$ cat src/rtl/steer_consts.svh
`ifndef STEER_CONSTS_SVH
`define STEER_CONSTS_SVH

// datapath widths
`define STEER_TAPS        7
`define STEER_PIX_W       8
`define STEER_BASIS_W     28
`define STEER_SUM_W       31
`define STEER_OUT_W       16
`define STEER_BASIS_SHIFT 8

// h1 basis
`define COEF0_b 29
`define COEF1_b 101
`define COEF2_b 15
`define COEF3_b 235
`define COEF4_b 15
`define COEF5_b 101
`define COEF6_b 29

// f1 basis
`define COEF0_c 4
`define COEF1_c 42
`define COEF2_c 163
`define COEF3_c 255
`define COEF4_c 163
`define COEF5_c 42
`define COEF6_c 4

// f2 basis
`define COEF0_d 12
`define COEF1_d 77
`define COEF2_d 148
`define COEF3_d 0
`define COEF4_d 148
`define COEF5_d 77
`define COEF6_d 12

// h2 basis
`define COEF0_1 15
`define COEF1_1 25
`define COEF2_1 193
`define COEF3_1 0
`define COEF4_1 193
`define COEF5_1 25
`define COEF6_1 15

// f3 basis
`define COEF0_2 4
`define COEF1_2 42
`define COEF2_2 163
`define COEF3_2 255
`define COEF4_2 163
`define COEF5_2 42
`define COEF6_2 4

// h3 basis
`define COEF0_3 9
`define COEF1_3 56
`define COEF2_3 109
`define COEF3_3 0
`define COEF4_3 109
`define COEF5_3 56
`define COEF6_3 9

// h4 basis
`define COEF0_4 9
`define COEF1_4 56
`define COEF2_4 109
`define COEF3_4 0
`define COEF4_4 109
`define COEF5_4 56
`define COEF6_4 9

`endif

$ cat src/rtl/steer_pkg.sv
`default_nettype none

`include "steer_consts.svh"

package steer_pkg;

	// seven basis responses, f1 in the top bits
	typedef struct packed
	{
		logic signed [`STEER_BASIS_W-1:0] f1;
		logic signed [`STEER_BASIS_W-1:0] f2;
		logic signed [`STEER_BASIS_W-1:0] f3;
		logic signed [`STEER_BASIS_W-1:0] h1;
		logic signed [`STEER_BASIS_W-1:0] h2;
		logic signed [`STEER_BASIS_W-1:0] h3;
		logic signed [`STEER_BASIS_W-1:0] h4;
	} basis_t;

	// three complex oriented outputs
	typedef struct packed
	{
		logic [`STEER_OUT_W-1:0] re_z;
		logic [`STEER_OUT_W-1:0] im_z;
		logic [`STEER_OUT_W-1:0] re_p;
		logic [`STEER_OUT_W-1:0] im_p;
		logic [`STEER_OUT_W-1:0] re_n;
		logic [`STEER_OUT_W-1:0] im_n;
	} steer_out_t;

endpackage

`default_nettype wire

$ cat src/rtl/steer_cfg_pkg.sv
`default_nettype none

package steer_cfg_pkg;

	typedef enum logic
	{
		CFG_GAIN = 1'b0,
		CFG_MASK = 1'b1
	} cfg_addr_e;

	// orient_en bit 0 is z, bit 1 is p, bit 2 is n
	typedef struct packed
	{
		logic [1:0] gain;
		logic [2:0] orient_en;
	} steer_cfg_t;

endpackage

`default_nettype wire

$ cat src/rtl/steer_cfg_regs.sv
`default_nettype none
`timescale 1ns/1ps

module steer_cfg_regs
(
	input  logic                      clk,
	input  logic                      rst,
	input  logic                      we,
	input  steer_cfg_pkg::cfg_addr_e  addr,
	input  logic [2:0]                wdata,
	output steer_cfg_pkg::steer_cfg_t cfg
);

	import steer_cfg_pkg::*;

	logic [1:0] gain_q;
	logic [2:0] mask_q;

	always_ff @(posedge clk)
	begin
		if (rst)
		begin
			gain_q <= 2'd0;
			mask_q <= 3'b111;
		end
		else if (we)
		begin
			case (addr)
				CFG_GAIN:
					gain_q <= wdata[1:0];
				CFG_MASK:
					mask_q <= wdata;
			endcase
		end
	end

	assign cfg = '{gain: gain_q, orient_en: mask_q};

endmodule

`default_nettype wire

$ cat src/rtl/basis_fir_bank.sv
`default_nettype none
`timescale 1ns/1ps

`include "steer_consts.svh"

module basis_fir_bank
(
	input  logic                    clk,
	input  logic                    rst,
	input  logic [`STEER_PIX_W-1:0] pixel,
	input  logic                    pixel_valid,
	output steer_pkg::basis_t       basis,
	output logic                    basis_valid
);

	localparam int TAPS    = `STEER_TAPS;
	localparam int PIX_W   = `STEER_PIX_W;
	localparam int NPAIR   = (TAPS + 1) / 2;
	localparam int NFILT   = 7;
	localparam int PRE_W   = PIX_W + 1;
	localparam int PROD_W  = PRE_W + 8;
	localparam int RAW_W   = PROD_W + 2;
	localparam int BASIS_W = `STEER_BASIS_W;

	// rows in basis order f1 f2 f3 h1 h2 h3 h4, only the first half of each symmetric set
	localparam int COEF [NFILT][NPAIR] = '{
		'{`COEF0_c, `COEF1_c, `COEF2_c, `COEF3_c},
		'{`COEF0_d, `COEF1_d, `COEF2_d, `COEF3_d},
		'{`COEF0_2, `COEF1_2, `COEF2_2, `COEF3_2},
		'{`COEF0_b, `COEF1_b, `COEF2_b, `COEF3_b},
		'{`COEF0_1, `COEF1_1, `COEF2_1, `COEF3_1},
		'{`COEF0_3, `COEF1_3, `COEF2_3, `COEF3_3},
		'{`COEF0_4, `COEF1_4, `COEF2_4, `COEF3_4}
	};

	logic [PIX_W-1:0]  hist [TAPS-1];
	logic [PIX_W-1:0]  win [TAPS];
	logic [PRE_W-1:0]  pre [NPAIR];
	logic [PROD_W-1:0] prod [NFILT][NPAIR];
	logic [RAW_W-1:0]  raw_d [NFILT];
	logic [RAW_W-1:0]  raw [NFILT];
	logic [2:0]        fill;
	logic              prod_valid;

	function automatic logic signed [BASIS_W-1:0] to_basis(input logic [RAW_W-1:0] r);
		logic signed [BASIS_W-1:0] ext;
		ext = $signed({1'b0, r});
		return ext <<< `STEER_BASIS_SHIFT;
	endfunction

	// tap 0 is the incoming pixel, the rest come from history
	assign win[0] = pixel;
	for (genvar i = 1; i < TAPS; i++)
	begin : g_win
		assign win[i] = hist[i-1];
	end

	for (genvar k = 0; k < NPAIR; k++)
	begin : g_pre
		if (k == TAPS - 1 - k)
		begin : g_center
			assign pre[k] = PRE_W'(win[k]);
		end
		else
		begin : g_pair
			assign pre[k] = PRE_W'(win[k]) + PRE_W'(win[TAPS-1-k]);
		end
	end

	always_ff @(posedge clk)
	begin
		if (pixel_valid)
		begin
			hist[0] <= pixel;
			for (int i = 1; i < TAPS - 1; i++)
				hist[i] <= hist[i-1];
			for (int f = 0; f < NFILT; f++)
				for (int k = 0; k < NPAIR; k++)
					prod[f][k] <= pre[k] * PROD_W'(COEF[f][k]);
		end
	end

	always_comb
	begin
		for (int f = 0; f < NFILT; f++)
		begin
			raw_d[f] = '0;
			for (int k = 0; k < NPAIR; k++)
				raw_d[f] = raw_d[f] + RAW_W'(prod[f][k]);
		end
	end

	always_ff @(posedge clk)
	begin
		raw <= raw_d;
	end

	// strobe only once the window is full
	always_ff @(posedge clk)
	begin
		if (rst)
		begin
			fill        <= '0;
			prod_valid  <= 1'b0;
			basis_valid <= 1'b0;
		end
		else
		begin
			if (pixel_valid && fill != 3'(TAPS))
				fill <= fill + 3'd1;
			prod_valid  <= pixel_valid && (fill >= 3'(TAPS - 1));
			basis_valid <= prod_valid;
		end
	end

	assign basis = '{
		f1: to_basis(raw[0]),
		f2: to_basis(raw[1]),
		f3: to_basis(raw[2]),
		h1: to_basis(raw[3]),
		h2: to_basis(raw[4]),
		h3: to_basis(raw[5]),
		h4: to_basis(raw[6])
	};

endmodule

`default_nettype wire

$ cat src/rtl/steer_fltr.sv
`default_nettype none
`timescale 1ns/1ps

`include "steer_consts.svh"

module steer_fltr
(
	input  logic                      clk,
	input  logic                      rst,
	input  logic                      new_data,
	input  steer_pkg::basis_t         basis,
	input  steer_cfg_pkg::steer_cfg_t cfg,
	output steer_pkg::steer_out_t     result,
	output logic                      result_valid
);

	import steer_pkg::*;

	localparam int PART_W = `STEER_BASIS_W + 1;
	localparam int SUM_W  = `STEER_SUM_W;
	localparam int OUT_W  = `STEER_OUT_W;

	basis_t b_q;

	logic signed [PART_W-1:0] rz_t;
	logic signed [PART_W-1:0] iz_t;
	logic signed [PART_W-1:0] rp_t1;
	logic signed [PART_W-1:0] rp_t2;
	logic signed [PART_W-1:0] rp_t3;
	logic signed [PART_W-1:0] ip_t1;
	logic signed [PART_W-1:0] ip_t2;
	logic signed [PART_W-1:0] ip_t3;
	logic signed [PART_W-1:0] ip_t4;

	logic signed [SUM_W-1:0] rz_s;
	logic signed [SUM_W-1:0] iz_s;
	logic signed [SUM_W-1:0] rp_s;
	logic signed [SUM_W-1:0] ip_s;
	logic signed [SUM_W-1:0] rn_s;
	logic signed [SUM_W-1:0] in_s;

	logic [2:0] vpipe;

	// gain moves the 16-bit window down the sum
	function automatic logic [OUT_W-1:0] gain_slice(input logic [SUM_W-1:0] s, input logic [1:0] g);
		logic [SUM_W-1:0] sh;
		sh = s << g;
		return sh[SUM_W-1 -: OUT_W];
	endfunction

	always_ff @(posedge clk)
	begin
		if (new_data)
			b_q <= basis;
	end

	// partial terms, shifts stand in for the fractional weights
	always_ff @(posedge clk)
	begin
		rz_t  <= b_q.f1;
		iz_t  <= b_q.h1;
		rp_t1 <= b_q.f1 >>> 1;
		rp_t2 <= b_q.f3;
		rp_t3 <= b_q.f2 >>> 1;
		ip_t1 <= (b_q.h1 >>> 2) + (b_q.h1 >>> 3);
		ip_t2 <= b_q.h4 + (b_q.h4 >>> 4);
		ip_t3 <= b_q.h3 + (b_q.h3 >>> 4);
		ip_t4 <= (b_q.h2 >>> 2) + (b_q.h2 >>> 3);
	end

	always_ff @(posedge clk)
	begin
		rz_s <= rz_t;
		iz_s <= iz_t;
		rp_s <= rp_t1 - rp_t2 + rp_t3;
		ip_s <= ip_t1 - ip_t2 + ip_t3 - ip_t4;
		rn_s <= rp_t1 + rp_t2 + rp_t3;
		in_s <= ip_t1 + ip_t2 + ip_t3 + ip_t4;
	end

	always_ff @(posedge clk)
	begin
		result.re_z <= cfg.orient_en[0] ? gain_slice(rz_s, cfg.gain) : '0;
		result.im_z <= cfg.orient_en[0] ? gain_slice(iz_s, cfg.gain) : '0;
		result.re_p <= cfg.orient_en[1] ? gain_slice(rp_s, cfg.gain) : '0;
		result.im_p <= cfg.orient_en[1] ? gain_slice(ip_s, cfg.gain) : '0;
		result.re_n <= cfg.orient_en[2] ? gain_slice(rn_s, cfg.gain) : '0;
		result.im_n <= cfg.orient_en[2] ? gain_slice(in_s, cfg.gain) : '0;
	end

	// capture, partials, sums, then output
	always_ff @(posedge clk)
	begin
		if (rst)
		begin
			vpipe        <= '0;
			result_valid <= 1'b0;
		end
		else
		begin
			vpipe        <= {vpipe[1:0], new_data};
			result_valid <= vpipe[2];
		end
	end

endmodule

`default_nettype wire

$ cat src/rtl/steer_top.sv
`default_nettype none
`timescale 1ns/1ps

`include "steer_consts.svh"

module steer_top
(
	input  logic                     clk,
	input  logic                     rst,
	input  logic [`STEER_PIX_W-1:0]  pixel,
	input  logic                     pixel_valid,
	input  logic                     cfg_we,
	input  steer_cfg_pkg::cfg_addr_e cfg_addr,
	input  logic [2:0]               cfg_wdata,
	output steer_pkg::steer_out_t    result,
	output logic                     result_valid
);

	import steer_pkg::*;
	import steer_cfg_pkg::*;

	steer_cfg_t cfg;
	basis_t     basis;
	logic       basis_valid;

	steer_cfg_regs cfg0
	(
		.clk   (clk),
		.rst   (rst),
		.we    (cfg_we),
		.addr  (cfg_addr),
		.wdata (cfg_wdata),
		.cfg   (cfg)
	);

	basis_fir_bank fir0
	(
		.clk         (clk),
		.rst         (rst),
		.pixel       (pixel),
		.pixel_valid (pixel_valid),
		.basis       (basis),
		.basis_valid (basis_valid)
	);

	steer_fltr steer0
	(
		.clk          (clk),
		.rst          (rst),
		.new_data     (basis_valid),
		.basis        (basis),
		.cfg          (cfg),
		.result       (result),
		.result_valid (result_valid)
	);

endmodule

`default_nettype wire

$ cat config.mk
export PLATFORM = sky130hd
export DESIGN_NAME = steer_top
export DESIGN_NICKNAME = d
export VERILOG_FILES = /design/src/rtl/steer_pkg.sv /design/src/rtl/steer_cfg_pkg.sv /design/src/rtl/steer_cfg_regs.sv /design/src/rtl/basis_fir_bank.sv /design/src/rtl/steer_fltr.sv /design/src/rtl/steer_top.sv
export VERILOG_INCLUDE_DIRS = /design/src /design/src/rtl
export SDC_FILE = /design/constraint.sdc
export NUM_CORES = 2
export LEC_CHECK = 0
export ABC_AREA = 0
export BUFFER_PORTS_ARGS = -buffer_cell sky130_fd_sc_hd__buf_4
export CAP_MARGIN = 20
export CORE_ASPECT_RATIO = 0.75
export CORE_MARGIN = 4
export CORE_UTILIZATION = 40
export CTS_CLUSTER_SIZE = 20
export DETAILED_ROUTE_END_ITERATION = 8
export PLACE_DENSITY = 0.52
export SYNTH_ARGS = -nofsm -noshare
export SYNTH_HDL_FRONTEND = slang
export SYNTH_SLANG_ARGS = --single-unit
$ cat constraint.sdc
create_clock -name clk -period 7.6 [get_ports clk]
set_input_delay 1.52 -clock clk [delete_from_list [all_inputs] [get_ports clk]]
set_output_delay 1.52 -clock clk [all_outputs]
set_load 0.05 [all_outputs]
==> impl_metrics.tcl <==
set metrics [dict create \
    worst-slew-pin-transition_ps 999 \
    crit-reg2reg-capture "fir0.prod[0][158]" \
    track_usage 0.187 \
    clock_sinks 755 \
    floorplan.initialDensity 0.405 \
    final_nets 5809 \
    skew_ps 55.3 \
    area.sequential_mm2 0.0186 \
    unrepaired_setup_endpoints_after_global_routing "no" \
    synth_enable_flop_cells 350 \
    timing.reg2reg.setup_slack_ps 1340 \
    cts.repair_timing.setup_buffer_count 0 \
    clock_path_buffers 3 \
    drc_errors 0 \
    end_kind "register" \
    worst_r2r_path_depth 20 \
    yosys.area.top_type "edfxtp_1" \
    postSynth.asyncResetShare 0 \
    h-tree-depth 3 \
    final_period_util 0.824 \
    holdBufCountCts 0 \
    tritoncts_clock_tree "yes" \
    global_route.overflow_total 0 \
    clock_insertion_delay_worst_skew_ps 710 \
    whs_path_depth 0 \
    crit_arrival_ps 6680 \
    most_frequent_cells_after_synthesis "ha_1, inv_1, dfxtp_1, edfxtp_1, xnor2_1" \
    synthesis.area_per_instance_um2 10.9 \
    areaGrowthSynthToFinish_pct 11.3 \
    maxCapViolCount 0 \
    die-width_um 418 \
    synth-warning-count 0 \
    fin_setup_tns_ps 0 \
    min_path_type "register to register" \
    final-max-slew-violation-count 0 \
    synth.top_cells.by_area "edfxtp_1, ha_1, dfxtp_1, fa_1, xnor2_1" \
    hp-start "steer0.b_q[160]" \
    drtAntennaViolNets 0 \
    final_hold_violation_count 0 \
    hold_critical_path_endpoint "steer0.rp_t3[19]" \
    grt_max_degree 156 \
    layout-drive-gt1-share 0.0754 \
    core_region_area_mm2 0.125 \
    cts_resized 0 \
    timing.setup.critical_path_class "register to register" \
    wirelength_per_cell_um 18.8 \
    drt-initial-drc-count 2084 \
    run_status "completed" \
    grt_antenna_before_repair 12 \
    ctsRootBufferMaster "clkbuf_16" \
    clkTransAtPathRegs_ps 60 \
    syn_area_mm2 0.0505 \
    setup_violations 0 \
    crit_path_start_kind "register" \
    gpl_wtd_cong 0.908 \
    die_height_um 316 \
    worst-path-max-fanout 7 \
    synth_top_flop_cell "dfxtp_1" \
    synth.distinct_cells 86 \
    first_global_vias 32295 \
    die_area_mm2 0.132 \
    ys_seq_area_frac 0.369 \
    floorplan.rows 112 \
    gate_count_after_technology_mapping 4653 \
    via_count 32422 \
    numCtsBuffers 81 \
    ys_ff_latch 755 \
    viasPerCell 4.96 \
    multi_input_comb_area_mm2 0.0292 \
    io_buffer_count 108 \
    timing.critical_path.required_ps 8020 \
    worst_slew_margin_rel 0.333 \
    detail_route.first_pass.iterations 5 \
    nFillCells 11727 \
    fmax_mhz 160 \
    synth_largest_type_area_fraction 0.208 \
    route.final.wire_length_um 123000 \
    post-route-min-period_ps 6260 \
    place_hpwl_um 101000 \
    r2r-start "fir0.hist[3][0]" \
    ios 113 \
    final_core_utilization 0.450 \
    synth_most_common_cell "ha_1" \
    grt_pass1_wl_um 190000 \
]
==> placed cells by master (no fill, tap or decap), types with 31 or more instances in the layout <==
cell	synthesis	layout
a21oi_1	293	293
and2_1	78	78
nor2_1	246	246
clkbuf_16	0	84
nand2b_1	36	36
xnor2_1	333	330
a21o_1	92	92
xor2_1	110	110
o21ai_0	117	117
inv_1	652	652
o21a_1	46	46
a211oi_1	31	31
ha_1	749	749
fa_1	228	228
dfxtp_1	405	402
nand2_1	128	128
nor2b_1	67	67
nor3_1	74	74
mux4_2	64	64
nand3_1	72	72
buf_4	4	132
edfxtp_1	350	350
o21bai_1	102	102
==> area by class of cell <==
cell class	count	share of cell area
Timing Repair Buffer	134	0.0182
Inverter	653	0.0436
Sequential cell	755	0.331
Multi-Input combinational cell	3191	0.520
Clock inverter	46	0.0109
Clock buffer	102	0.0393
Tap cell	1653	0.0368
Antenna cell	1	0.0000445
==> worst max-delay path, stage by stage (launching register included) <==
cell and delay, ps:
edfxtp_1 580, ha_1 260, inv_1 60, fa_1 400
inv_1 70, a21oi_1 60, o21bai_1 180, a21oi_1 90
o21bai_1 190, xor2_1 660, buf_4 320, ha_1 330
ha_1 340, fa_1 460, ha_1 360, a211oi_1 420
o31ai_1 200, or4_1 460, a31o_2 250, a21oi_1 180
xor2_1 80
==> worst max path at each step <==
stage | startpoint | end
after floorplan | pixel[0] | fir0.prod[0][251]
after global routing | fir0.hist[3][0] | fir0.prod[0][158]
after CTS | fir0.hist[3][0] | fir0.prod[0][158]
final | fir0.hist[3][0] | fir0.prod[0][158]
after detailed placement | pixel[0] | fir0.prod[0][251]
after global placement | pixel[0] | fir0.prod[0][251]
==> state kept, by name (all words and copies together) (netlist names), 18 cells and up <==
signal and flops:
steer0.ip_t4 20, steer0.rp_s 19, steer0.ip_t2 22, steer0.result 92
fir0.basis 89, steer0.b_q 89, fir0.hist 48, fir0.prod 213
steer0.rp_t3 18, steer0.ip_s 19, steer0.ip_t1 19, steer0.rp_t2 18
==> routing by layer <==
| metal | up-vias | share of wire | GRT usage |
|---|---|---|---|
| met1 | 15212 | 0.51 | 0.281 |
| li1 | 16464 | - | - |
| met4 | 0 | 0.025 | 0.0477 |
| met2 | 605 | 0.41 | 0.279 |
| met3 | 141 | 0.053 | 0.0332 |
| met5 | - | 0 | 0 |
==> cell families (layout without fill, tap and decap cells) <==
group | after synthesis | after routing | share of synthesized area
flops | 755 | 755 | 0.369
compound gates | 860 | 860 | 0.111
other cells | 1 | 5 | 0.0000742
fa+ha+maj | 981 | 981 | 0.277
buf+inv | 710 | 935 | 0.0532
simple gates | 814 | 814 | 0.0799
mux | 88 | 88 | 0.0334
xor+xnor | 444 | 444 | 0.0773
==> metrics by stage <==
| step | cells | cell area, um2 | setup slack (ps) | hold WS (ps) |
|---|---|---|---|---|
| floorplan | 4656 | 50500 | 1480 | 310 |
| global placement | 6386 | 53400 | 1170 | 313 |
| detailed placement | 6386 | 53400 | 1160 | 312 |
| CTS | 6534 | 56200 | 1400 | 307 |
| global route | 6534 | 56200 | 1080 | 324 |
| finish | 6535 | 56200 | 1340 | 315 |
Power is left out: the tool's default activity adds up to more than one toggle a clock period on the data nets, which glitch-free logic cannot reach.
